<file path="src/rtl/line_pkg.sv">
`default_nettype none

package line_pkg;

   // Width of one data half of a line
   localparam int HALF_W = 32;

   // Line occupancy 0 means all eight bytes are valid
   localparam logic [2:0] OCC_FULL = 3'd0;

   // Largest occupancy that still fits into one word
   localparam logic [2:0] HALF_OCC_MAX = 3'd4;

   // One 72-bit line item, MSB first
   typedef struct packed {
      logic [2:0]        spare;   // Always zero
      logic [2:0]        occ;     // Valid bytes on eof, 0 = all 8
      logic              eof;
      logic              sof;
      logic [HALF_W-1:0] hi;      // Data bits 63..32
      logic [HALF_W-1:0] lo;      // Data bits 31..0
   } line_t;

   // Full item width, 72
   localparam int LINE_W = $bits(line_t);

endpackage

`default_nettype wire

</file>
<file path="src/rtl/word_pkg.sv">
`default_nettype none

package word_pkg;

   // Payload bits in one word
   localparam int WORD_DATA_W = 32;

   // Word occupancy 0 means all four bytes are valid
   localparam logic [1:0] WORD_OCC_FULL = 2'd0;

   // One 36-bit word item, MSB first
   typedef struct packed {
      logic [1:0]             occ;   // Nonzero only together with eof
      logic                   eof;
      logic                   sof;
      logic [WORD_DATA_W-1:0] data;
   } word_t;

   // Full item width, 36
   localparam int WORD_W = $bits(word_t);

endpackage

`default_nettype wire

</file>
<file path="src/rtl/fifo_short.sv">
`timescale 1ns/100ps
`default_nettype none

module fifo_short #(
   parameter int WIDTH = 32
) (
   input  wire              clk,
   input  wire              reset,
   input  wire              clear_i,

   // Write side
   input  wire  [WIDTH-1:0] data_i,
   input  wire              src_rdy_i,
   output logic             dst_rdy_o,

   // Read side
   output logic [WIDTH-1:0] data_o,
   output logic             src_rdy_o,
   input  wire              dst_rdy_i
);

   localparam int DEPTH = 16;
   localparam int PTR_W = 4;

   // Count value with every entry taken
   localparam logic [PTR_W:0] FULL_COUNT = 5'd16;

   // Item storage
   logic [WIDTH-1:0] mem [DEPTH];

   logic [PTR_W-1:0] wr_ptr;
   logic [PTR_W-1:0] rd_ptr;
   logic [PTR_W:0]   count;
   logic             do_write;
   logic             do_read;

   // Ready flags straight from the count
   assign dst_rdy_o = (count != FULL_COUNT);
   assign src_rdy_o = (count != '0);

   // Transfers on each side
   assign do_write = src_rdy_i & dst_rdy_o;
   assign do_read  = src_rdy_o & dst_rdy_i;

   // Head entry is presented from the registered read pointer
   assign data_o = mem[rd_ptr];

   always_ff @(posedge clk) begin
      if (do_write) begin
         mem[wr_ptr] <= data_i;
      end
   end

   // Pointers wrap at 16 on their own
   always_ff @(posedge clk) begin
      if (reset || clear_i) begin
         wr_ptr <= '0;
         rd_ptr <= '0;
      end else begin
         if (do_write) begin
            wr_ptr <= wr_ptr + 1'b1;
         end
         if (do_read) begin
            rd_ptr <= rd_ptr + 1'b1;
         end
      end
   end

   // Occupancy count holds when both sides move together
   always_ff @(posedge clk) begin
      if (reset || clear_i) begin
         count <= '0;
      end else begin
         case ({do_write, do_read})
            2'b10:   count <= count + 1'b1;
            2'b01:   count <= count - 1'b1;
            default: count <= count;
         endcase
      end
   end

endmodule

`default_nettype wire

</file>
<file path="src/rtl/line_splitter.sv">
`timescale 1ns/100ps
`default_nettype none

module line_splitter #(
   parameter bit LE = 1'b0
) (
   input  wire                  clk,
   input  wire                  reset,
   input  wire                  clear_i,

   // Line side, from the head FIFO
   input  wire line_pkg::line_t line_i,
   input  wire                  line_src_rdy_i,
   output logic                 line_dst_rdy_o,

   // Word side, to the tail FIFO
   output word_pkg::word_t      word_o,
   output logic                 word_src_rdy_o,
   input  wire                  word_dst_rdy_i
);

   import line_pkg::*;
   import word_pkg::*;

   // 0 while the first word of a line is offered, 1 for the second
   logic phase;

   logic half_line;
   logic word_eof;
   logic word_xfer;
   logic line_xfer;

   // Last line of a frame with at most four bytes needs a single word
   assign half_line = line_i.eof &&
                      (line_i.occ != OCC_FULL) &&
                      (line_i.occ <= HALF_OCC_MAX);

   // First word ends the frame only for a half line
   assign word_eof = phase ? line_i.eof : half_line;

   // Word built from the current line and phase
   always_comb begin
      // LE picks the low half for the first word
      word_o.data = (LE ^ phase) ? line_i.lo : line_i.hi;
      // sof only on the first word
      word_o.sof  = phase ? 1'b0 : line_i.sof;
      word_o.eof  = word_eof;
      // Byte count carried on the closing word only
      word_o.occ  = word_eof ? line_i.occ[1:0] : WORD_OCC_FULL;
   end

   // A word is on offer whenever a line is present
   assign word_src_rdy_o = line_src_rdy_i;

   // Line retires together with its last word
   assign line_dst_rdy_o = (phase | half_line) & word_dst_rdy_i;

   assign word_xfer = word_src_rdy_o & word_dst_rdy_i;
   assign line_xfer = line_src_rdy_i & line_dst_rdy_o;

   always_ff @(posedge clk) begin
      if (reset || clear_i) begin
         phase <= 1'b0;
      end else if (line_xfer) begin
         // Back to the first half for the next line
         phase <= 1'b0;
      end else if (word_xfer) begin
         // First word of a full line went out
         phase <= 1'b1;
      end
   end

endmodule

`default_nettype wire

</file>
<file path="src/rtl/fifo72_to_fifo36.sv">
`timescale 1ns/100ps
`default_nettype none

module fifo72_to_fifo36 #(
   parameter bit LE = 1'b0
) (
   input  wire                          clk,
   input  wire                          reset,
   input  wire                          clear_i,

   // 72-bit line input
   input  wire  [line_pkg::LINE_W-1:0]  f72_data_i,
   input  wire                          f72_src_rdy_i,
   output logic                         f72_dst_rdy_o,

   // 36-bit word output
   output logic [word_pkg::WORD_W-1:0]  f36_data_o,
   output logic                         f36_src_rdy_o,
   input  wire                          f36_dst_rdy_i
);

   import line_pkg::*;
   import word_pkg::*;

   // Head FIFO to splitter
   line_t head_line;
   logic  head_src_rdy;
   logic  head_dst_rdy;

   // Splitter to tail FIFO
   word_t split_word;
   logic  split_src_rdy;
   logic  split_dst_rdy;

   // Input buffer, decouples the line handshake
   fifo_short #(.WIDTH(LINE_W)) head_fifo (
      .clk       (clk),
      .reset     (reset),
      .clear_i   (clear_i),
      .data_i    (f72_data_i),
      .src_rdy_i (f72_src_rdy_i),
      .dst_rdy_o (f72_dst_rdy_o),
      .data_o    (head_line),
      .src_rdy_o (head_src_rdy),
      .dst_rdy_i (head_dst_rdy)
   );

   line_splitter #(.LE(LE)) u_splitter (
      .clk            (clk),
      .reset          (reset),
      .clear_i        (clear_i),
      .line_i         (head_line),
      .line_src_rdy_i (head_src_rdy),
      .line_dst_rdy_o (head_dst_rdy),
      .word_o         (split_word),
      .word_src_rdy_o (split_src_rdy),
      .word_dst_rdy_i (split_dst_rdy)
   );

   // Output buffer, absorbs word back-pressure
   fifo_short #(.WIDTH(WORD_W)) tail_fifo (
      .clk       (clk),
      .reset     (reset),
      .clear_i   (clear_i),
      .data_i    (split_word),
      .src_rdy_i (split_src_rdy),
      .dst_rdy_o (split_dst_rdy),
      .data_o    (f36_data_o),
      .src_rdy_o (f36_src_rdy_o),
      .dst_rdy_i (f36_dst_rdy_i)
   );

endmodule

`default_nettype wire

</file>
<file path="config.mk">
export PLATFORM = sky130hd
export DESIGN_NAME = fifo72_to_fifo36
export DESIGN_NICKNAME = d
export VERILOG_FILES = /design/src/rtl/line_pkg.sv /design/src/rtl/word_pkg.sv /design/src/rtl/fifo_short.sv /design/src/rtl/line_splitter.sv /design/src/rtl/fifo72_to_fifo36.sv
export SDC_FILE = /design/constraint.sdc
export NUM_CORES = 1
export LEC_CHECK = 0
export BUFFER_PORTS_ARGS = -buffer_cell sky130_fd_sc_hd__buf_4
export CAP_MARGIN = 20
export CORE_MARGIN = 1
export CORE_UTILIZATION = 55
export DETAILED_ROUTE_END_ITERATION = 6
export PLACE_DENSITY_LB_ADDON = 0.05
export SLEW_MARGIN = 25
export SYNTH_ARGS = -nofsm -noshare
export SYNTH_HDL_FRONTEND = slang
export SYNTH_SLANG_ARGS = --single-unit
export TNS_END_PERCENT = 100
</file>
<file path="constraint.sdc">
create_clock -name clk -period 7.3 [get_ports clk]
set_clock_uncertainty 0.2 [all_clocks]
set_input_delay 0.365 -clock clk [delete_from_list [all_inputs] [get_ports clk]]
set_output_delay 0.365 -clock clk [all_outputs]
set_load 0.01 [all_outputs]
</file>
==> metrics.yaml, run 1 <==
status: "finished, violations left"
violations: "DRC"
grt_pass1_wl_um: 206900
max_freq_mhz: 200.3
start_kind: "flip-flop"
syn-num-nets: 2806
h-tree-depth: 4
cts_buffers: 171
internal_power_w: 0.01603
cts_sinks: 1715
die_x_um: 346.6
reg2reg_depth: 6
synth_top_area_share_pct: 77.25
hold_slack_ns: 0.03341
num_vias: 29008
critPathKind: "flip-flop to flip-flop"
hold_violations: 0
grt_overflow: 0
final-max-slew-violation-count: 0
dr.pass1.iters: 7
antenna_found_initial: 5
ctsRootBufferMaster: "clkbuf_16"
drt_iter0_markers: 2916
grt_setup_unrepaired: "no"
clockPowerShare_pct: 41.9
critPathSlowestCell: "dfxtp_4"
period_share_pct: 68.38
final-setup-viol-count: 0
comb_power_share_pct: 3.3
core_area_um2: 117900
critical-path-top-delay-family: "buffers and inverters"
nNetsFinal: 3092
synthTopCellsByCount: "edfxtp_1, mux4_2, nand2_1, clkbuf_1, nor2_1"
ctsResizeCount: 0
endpoint_kind: "flip-flop"
cp.required_ns: 7.38
worstMarginPinSlew_ns: 1.040
clock_path_buffers: 3
yosysWarningCount: 0
drc_errors: 1
arrival_ns: 5.07
grt_usage_pct: 24.08
clk_latency_ns: 0.76
place_congestion: 0.7471
syn_area_per_cell_um2: 24.11
worstHoldPathType: "primary input to flip-flop"
crit_fanout: 65
seqPwrFrac_pct: 54.8
peakVddDrop_mv: 0.2173
place_hpwl_um: 70580
fp.dieH_um: 346.6
ys_types: 44
via_per_inst: 6.225
place.port_buffers: 111
swShare_pct: 19.80
yosysMostFrequentCell: "edfxtp_1"
ys_top_cells_by_area: "edfxtp_1, mux4_2, dfxtp_1"
rows: 126
synth_flop_cell: "edfxtp_1"
period_needed_ns: 4.992
syn_area_um2: 65300
cp_slowest_stage_delay_ns: 1.00
maxSlewHeadroom_pct: 30.67
leakage_nw: 22.70
hold_depth: 4
wl_per_cell_um: 30.18
totalWireLength_um: 140600
r2r-end: "tail_fifo.mem[5][17]$_DFFE_PP_"
synth_edf_count: 1680
cts_tree: "built"
setup_tns_ns: 0
clk_pin_slew_worst_paths_ns: 0.06
grt_pass1_vias: 30874
post_cts_buffers: 0
start_util_pct: 55.38
dieArea_um2: 120100
async_flop_share_pct: 0
syn-instance-count: 2709
ys_ff_latch: 1715
synth_top_area_cell: "edfxtp_1"
grt_max_degree: 109
maxCapViolations: 0
crit_chain: "buf_4, buf_4, mux4_2, mux4_2, nand2_1, nand2_1"
syn_to_final_growth_pct: 13.80
p_per_area_nw_per_um2: 269.0
ys_seq_area_share_pct: 78.33
pin_count: 115
power.switching_w: 0.003958
min_from: "f72_src_rdy_i"
hold_end: "head_fifo.wr_ptr[0]$_SDFFE_PP0P_"
r2r_slack_ns: 2.31
ant_nets: 0
crit_buf_inv: 2
drive_gt1_share_pct: 31.08
[cell families after synthesis]
group           count (synthesis)  share of synthesized area (%)
flops                        1715                          78.33
mux                           522                          18.02
simple gates                  234                          1.604
buf+inv                       160                          1.023
compound gates                 44                         0.4349
fa+ha+maj                      20                         0.4062
xor+xnor                       14                         0.1878
[per-stage QoR]
| stage | cell area (um^2) | util, % | cells | total power [W] | setup WS (ns) |
|---|---|---|---|---|---|
| 2_1_floorplan | 65300 | - | 2709 | 0.01150 | 0.6783 |
| 3_3_place_gp | 68250 | 57.88 | 4285 | 0.01175 | 2.274 |
| 3_5_place_dp | 68250 | 57.88 | 4285 | 0.01179 | 2.222 |
| 4_1_cts | 74300 | 63.01 | 4657 | 0.02015 | 2.216 |
| 5_1_grt | 74310 | 63.01 | 4658 | 0.02055 | 2.124 |
| 6_report | 74310 | 63.02 | 4660 | 0.01999 | 2.308 |
[state kept, by name, summed over array words and instances, names as in the netlist, named ones only]
name	flops
tail_fifo.wr_ptr	4
tail_fifo.rd_ptr	4
head_fifo.count	5
head_fifo.wr_ptr	4
head_fifo.rd_ptr	4
tail_fifo.count	5
u_splitter.phase	1
head_fifo.mem	1104
tail_fifo.mem	576
[metal layers]
metal | track usage [%] | wire (um) | up-vias
li1 | - | - | 12172
met1 | 33.02 | 57190 | 15754
met2 | 40.96 | 72670 | 870
met3 | 3.739 | 8026 | 206
met4 | 6.059 | 2722 | 6
met5 | 0 | 31 | -
[worst min-delay path, stage by stage]
cell,delay [ns]
buf_4,0.11
and2_1,0.25
xnor2_1,0.18
nor2_1,0.03
[cell usage in the layout, fill, tap and decap left out, types with 6 or more instances in the layout]
cell / n
a21oi_1: 14
a31oi_1: 6
buf_4: 175
bufinv_16: 12
clkbuf_1: 38
clkbuf_16: 177
clkinv_1: 37
clkinv_2: 21
dfxtp_1: 26
dfxtp_4: 6
dlygate4sd3_1: 73
edfxtp_1: 1680
ha_1: 18
inv_1: 19
inv_6: 6
mux4_1: 6
mux4_2: 515
nand2_1: 114
nand3_1: 12
nor2_1: 32
nor2_4: 16
nor2b_1: 8
nor3_1: 6
nor3_2: 8
o21ai_0: 9
xor2_1: 9
[how the worst max path moves through the flow]
stage | cells after the start | slack [ns] | end
finish | 6 | 2.31 | tail_fifo.mem[5][17]$_DFFE_PP_
floorplan | 6 | 0.68 | head_fifo.mem[3][0]$_DFFE_PP_
global placement | 6 | 2.27 | tail_fifo.mem[0][17]$_DFFE_PP_
CTS | 6 | 2.22 | tail_fifo.mem[2][17]$_DFFE_PP_
detailed placement | 6 | 2.22 | tail_fifo.mem[6][17]$_DFFE_PP_
global route | 6 | 2.12 | tail_fifo.mem[5][17]$_DFFE_PP_
[power by group through the flow]
stage	clock network [W]	logic (W)	registers, W
after CTS	0.00853	0.000666	0.0110
final	0.00837	0.000662	0.0110
after global routing	0.00889	0.000710	0.0110
after global placement	0	0.000596	0.0112
after floorplan	0	0.000337	0.0112
after detailed placement	0	0.000627	0.0112
[timing repair]
action                                  in CTS  in global routing
endpoints found under the setup margin       0                  0
hold endpoints to repair                  1117                  0
hold buffers                                73                  0
[layout make-up]
type                    count  area, um^2
flip-flops and latches   1715       51180
multi-input cells         834       13690
inverters                  20       75.07
fillers                  7868       43610
diodes                      3       7.507
clock buffers             216        4586
clock inverters            83       726.9
repair buffers            253        2136
well taps                1536        1922
Note: power is estimated with default switching activity, not from simulation.
==> inputs of run 2 (changes only) <==
==> constraint.sdc (replaced) <==
create_clock -name clk -period 5 [get_ports clk]
set_clock_uncertainty 0.2 [all_clocks]
set_input_delay 0.25 -clock clk [delete_from_list [all_inputs] [get_ports clk]]
set_output_delay 0.25 -clock clk [all_outputs]
set_load 0.01 [all_outputs]
==> run 2 against run 1 <==
  * The flow now finishes without violations
  * Worst setup slack lost 1.7 ns
  * Clock power grew 45%
  * Non-clock buffer count grew 13
  * Sequential share of layout area shrank 0.33 points
  * Critical endpoint is now head_fifo.count[4]$_SDFFE_PP0P_
  * Sequential power grew 45%
  * Clock-buffer cell count shrank 4
==> metrics.yaml, run 2 (synthesized netlist as in run 1, its figures left out) <==
grt_setup_unrepaired: "no"
layout_common_cells: "edfxtp_1, mux4_2, clkbuf_16, buf_4, nand2_1"
internal_power_w: 0.02331
crit_path_end: "head_fifo.count[4]$_SDFFE_PP0P_"
via_per_inst: 6.187
power.switching_w: 0.005806
core_area_um2: 117900
final_cells: 4689
leakage_nw: 22.84
dieArea_um2: 120100
grt_pass1_wl_um: 207800
syn_to_final_growth_pct: 14.35
comb_power_share_pct: 3.3
grt_overflow: 0
period_share_pct: 88.72
final-max-slew-violation-count: 0
p_per_area_nw_per_um2: 389.9
cts_buffers: 170
die_x_um: 346.6
status: "finished, final reports clean"
final-setup-viol-count: 0
worstMarginPinSlew_ns: 1.023
grtUsageMet3_pct: 3.395
dr.pass1.iters: 5
drc_errors: 0
grt_usage_pct: 24.17
reg2reg_depth: 14
top_register: "head_fifo.mem"
hold_slack_ns: 0.1104
clk_pin_slew_worst_paths_ns: 0.06
cp.required_ns: 5.42
grt_max_degree: 133
max_freq_mhz: 225.4
largest_register_ff_count: 1104
hold_violations: 0
antenna_found_initial: 10
r2r_slack_ns: 0.56
period_needed_ns: 4.436
met2_usage_pct: 41.41
arrival_ns: 4.86
grt.busiest_layer: "met2"
top_regs: "head_fifo.mem (1104), tail_fifo.mem (576)"
crit_chain: "mux4_2, a22oi_1, nand3_2, or4_4, a31oi_1, ha_1, inv_1, fa_1, nor2b_1, o21ai_0, and3_1, nor3_1, xnor2_1, nor2_1"
seqPwrFrac_pct: 54.9
place_congestion: 0.7481
maxCapViolations: 0
placed_cells: 4296
place.port_buffers: 111
start_kind: "flip-flop"
clockPowerShare_pct: 41.7
min_from: "f72_data_i[23]"
clk_latency_ns: 0.77
fp.dieH_um: 346.6
cts_sinks: 1715
num_vias: 29010
r2r-end: "head_fifo.count[4]$_SDFFE_PP0P_"
grt_pass1_vias: 30973
ctsRootBufferMaster: "clkbuf_16"
endpoint_kind: "flip-flop"
start_util_pct: 55.38
cp_slowest_stage_delay_ns: 0.62
clock_path_buffers: 3
critPathSlowestCell: "dfxtp_4"
critPathKind: "flip-flop to flip-flop"
maxSlewHeadroom_pct: 31.77
place_hpwl_um: 73210
totalWireLength_um: 140300
drive_gt1_share_pct: 31.55
pin_count: 115
crit_fanout: 22
cts_tree: "built"
wl_per_cell_um: 29.93
use_met1_pct: 33.25
rows: 126
h-tree-depth: 4
final_common_cell: "edfxtp_1"
swShare_pct: 19.94
ant_nets: 0
peakVddDrop_mv: 0.3230
ctsResizeCount: 0
drt_iter0_markers: 2746
worstHoldPathType: "primary input to flip-flop"
nNetsFinal: 3104
run 2: cell types whose count changed in the layout (fill, tap and decap cells not counted), moves of 2 or more:
cell | before | now
buf_16 | 0 | 2
clkbuf_1 | 38 | 31
inv_6 | 6 | 3
nor4_2 | 4 | 0
and2_4 | 4 | 0
clkinv_2 | 21 | 33
clkinv_1 | 37 | 46
bufinv_16 | 12 | 8
diode_2 | 3 | 6
buf_12 | 4 | 16
nor4_4 | 0 | 4
clkbuf_16 | 177 | 180
and2_2 | 0 | 4
run 2: worst min path at each step:
stage / to / slack, ns / cells after the start
floorplan: head_fifo.mem[0][0]$_DFFE_PP_ / 0.15 / 0
global placement: tail_fifo.wr_ptr[1]$_SDFFE_PP0P_ / 0.29 / 2
detailed placement: tail_fifo.wr_ptr[1]$_SDFFE_PP0P_ / 0.31 / 2
CTS: head_fifo.mem[14][15]$_DFFE_PP_ / 0.06 / 2
global route: head_fifo.mem[12][23]$_DFFE_PP_ / 0.1 / 2
finish: head_fifo.mem[12][23]$_DFFE_PP_ / 0.11 / 2
run 2: metrics by stage:
stage	area, um^2	util (%)	power, W	setup slack (ns)	setup TNS [ns]
global route	74670	63.32	0.02999	0.2964	0
global placement	68520	58.10	0.01716	0.5374	0
detailed placement	68540	58.13	0.01722	0.5448	0
floorplan	65330	-	0.01679	-1.587	-328.49
CTS	74620	63.28	0.02935	0.5438	0
finish	74670	63.32	0.02911	0.5639	0
run 2: cell type report:
class                           instances  area, um^2
Antenna cell                            6       15.01
Clock buffer                          212        4634
Clock inverter                        100       705.7
Fill cell                            7769       43250
Inverter                               20       75.07
Multi-Input combinational cell        834       13720
Sequential cell                      1715       51180
Tap cell                             1536        1922
Timing Repair Buffer                  266        2422
run 2: per-layer routing:
metal  share of wire (%)  vias to the layer above  wire length, um
met5               0.021                        -               30
met4                 1.7                        6             2390
met3                 4.9                      180             6807
met2                  52                      826            73030
met1                  41                    15790            58090
li1                    -                    12208                -
run 2: critical path: cells and delay by family, from the launching register on:
family | cells | cell delay [ns]
multiplexers | 1 | 0.56
adder cells (fa/ha/maj) | 2 | 0.69
AO/OA/AOI/OAI | 3 | 0.66
AND/OR/NAND/NOR | 6 | 1.33
flip-flops | 1 | 0.62
XOR/XNOR | 1 | 0.15
buffers and inverters | 1 | 0.11
run 2: power groups by stage:
stage	Sequential (W)	Clock [W]	Combinational [W]
after global routing	0.0160	0.0130	0.00105
after floorplan	0.0163	0	0.000493
final	0.0160	0.0121	0.000971
after CTS	0.0160	0.0124	0.000977
after detailed placement	0.0163	0	0.000920
after global placement	0.0163	0	0.000871
run 2: timing repair:
item,CTS,global route
buffers inserted,0,0
hold endpoints to repair,1139,0
hold buffers,74,0
==> inputs of run 3 (changes only) <==
--- a/config.mk
+++ b/config.mk
@@ -8,7 +8,7 @@
 export BUFFER_PORTS_ARGS = -buffer_cell sky130_fd_sc_hd__buf_4
 export CAP_MARGIN = 20
 export CORE_MARGIN = 1
-export CORE_UTILIZATION = 55
+export CORE_UTILIZATION = 40
 export DETAILED_ROUTE_END_ITERATION = 6
 export PLACE_DENSITY_LB_ADDON = 0.05
 export SLEW_MARGIN = 25
==> constraint.sdc (replaced) <==
create_clock -name clk -period 5.4 [get_ports clk]
set_clock_uncertainty 0.2 [all_clocks]
set_input_delay 0.27 -clock clk [delete_from_list [all_inputs] [get_ports clk]]
set_output_delay 0.27 -clock clk [all_outputs]
set_load 0.01 [all_outputs]
==> run 3 against run 2 <==
  * Critical path depth stayed put
  * Via count is 1.4% higher
  * Cell count is 14% higher
  * Clock power about the same
  * Worst setup slack gained 0.36 ns
==> metrics.yaml, run 3 (synthesized netlist as in run 1, its figures left out) <==
clk_latency_ns: 0.78
post_cts_buffers: 0
period_needed_ns: 4.479
peakVddDrop_mv: 0.3136
dieArea_um2: 164900
place.port_buffers: 111
fp.dieH_um: 406.1
grt_overflow: 0
cp_slowest_stage_delay_ns: 0.64
via_per_inst: 5.522
critPathKind: "flip-flop to flip-flop"
grt_max_degree: 145
clk_pin_slew_worst_paths_ns: 0.06
status: "finished, final reports clean"
reg2reg_depth: 14
grt_pass1_vias: 31563
die_x_um: 406.1
placed_area_um2: 69320
drc_errors: 0
maxCapViolations: 0
place_ws_ns: 0.8398
syn_to_final_growth_pct: 15.98
grt_usage_pct: 19.48
antenna_found_initial: 16
critPathSlowestCell: "dfxtp_4"
final-setup-viol-count: 0
hold_depth: 2
hold_violations: 0
worstHoldPathType: "primary input to flip-flop"
h-tree-depth: 4
ctsRootBufferMaster: "clkbuf_16"
maxSlewHeadroom_pct: 28.42
layout_common_cells: "edfxtp_1, mux4_2, clkbuf_16, buf_4, nand2_1"
clock_path_buffers: 3
place_hpwl_um: 78740
largest_register_ff_count: 1104
max_freq_mhz: 223.3
start_util_pct: 40.48
num_vias: 29409
critical-path-top-delay-family: "simple AND/OR/NAND/NOR gates"
leakage_nw: 22.95
ant_nets: 0
p_per_area_nw_per_um2: 365.0
cp.depth: 14
drt_iter0_markers: 2408
endpoint_kind: "flip-flop"
period_share_pct: 82.95
cts_tree: "built"
core_area_um2: 161300
nFillCells: 13191
cp.required_ns: 5.85
wl_per_cell_um: 29.61
dr.pass1.iters: 5
totalWireLength_um: 157700
final_common_cell: "edfxtp_1"
rows: 147
crit_chain: "mux4_2, a22oi_1, nand3_2, or4_4, a31oi_1, ha_1, inv_1, fa_1, nor2b_1, o21ai_0, and3_1, nor3_1, xnor2_1, nor2_1"
design_area_um2: 75740
final-max-slew-violation-count: 0
crit_buf_inv: 1
place_congestion: 0.7055
nNetsFinal: 3111
top_register: "head_fifo.mem"
start_kind: "flip-flop"
cts_buffers: 184
cts_sinks: 1715
drive_gt1_share_pct: 31.33
grt_setup_unrepaired: "no"
pin_count: 115
grt_pass1_wl_um: 226700
top_regs: "head_fifo.mem (1104), tail_fifo.mem (576)"
crit_fanout: 23
finalWorstSetupSlack_ns: 0.9208
ctsResizeCount: 0
arrival_ns: 4.93
worstMarginPinSlew_ns: 1.074
run 3: cell count changes in the layout (fill, tap and decap cells not counted), sizes merged:
cell | before | now
clkbuf | 212 | 240
clkinv | 81 | 72
buf | 192 | 185
clkinvlp | 6 | 3
bufinv | 8 | 10
inv | 25 | 27
run 3: per-layer routing:
metal	GRT usage [%]	wire [um]	vias up
met4	4.866	3240	16
met5	0	91	-
met3	2.987	5960	247
met2	32.46	78850	618
li1	-	-	12247
met1	26.88	69560	16281
run 3: power by group:
group	internal, W	leakage [nW]	switching [W]
combinational	0.000345	4.73	0.000585
clock	0.00689	2.76	0.00502
sequential	0.0148	15.5	0.0000258
run 3: through the flow:
stage | utilization (%) | TNS (ns) | cells | hold slack, ns | total power [W]
finish | 46.95 | 0 | 5326 | 0.1309 | 0.02764
global route | 46.95 | 0 | 5323 | 0.1055 | 0.02848
CTS | 46.95 | 0 | 5320 | 0.06764 | 0.02796
detailed placement | 42.97 | 0 | 4914 | 0.3231 | 0.01598
global placement | 42.94 | 0 | 4912 | 0.2915 | 0.01594
floorplan | - | -245.69 | 2709 | 0.1689 | 0.01554
run 3: path summary, 6_finish.rpt:
check	startpoint	endpoint	slack, ns
worst min register to register	tail_fifo.wr_ptr[1]$_SDFFE_PP0P_	tail_fifo.wr_ptr[1]$_SDFFE_PP0P_	0.34
worst min-delay path	f72_data_i[57]	head_fifo.mem[10][57]$_DFFE_PP_	0.13
worst max-delay path	flip-flop	head_fifo.count[4]$_SDFFE_PP0P_	0.92
worst max register to register	flip-flop	head_fifo.count[4]$_SDFFE_PP0P_	0.92
run 3: repair_timing:
| action | CTS | global route |
|---|---|---|
| hold endpoints to repair | 1136 | 0 |
| endpoints found under the setup margin | 0 | 0 |
| hold buffers | 74 | 0 |
run 3: area by class of cell:
| class | count | area [um^2] | area share [%] |
|---|---|---|---|
| multi-input combinational | 834 | 13700 | 18.09 |
| tap | 2160 | 2703 | 3.568 |
| clock inverter | 92 | 724.4 | 0.9565 |
| inverter | 20 | 75.07 | 0.09912 |
| timing repair buffer | 259 | 2400 | 3.169 |
| sequential | 1715 | 51180 | 67.57 |
| antenna | 6 | 15.01 | 0.01982 |
| clock buffer | 240 | 4941 | 6.524 |
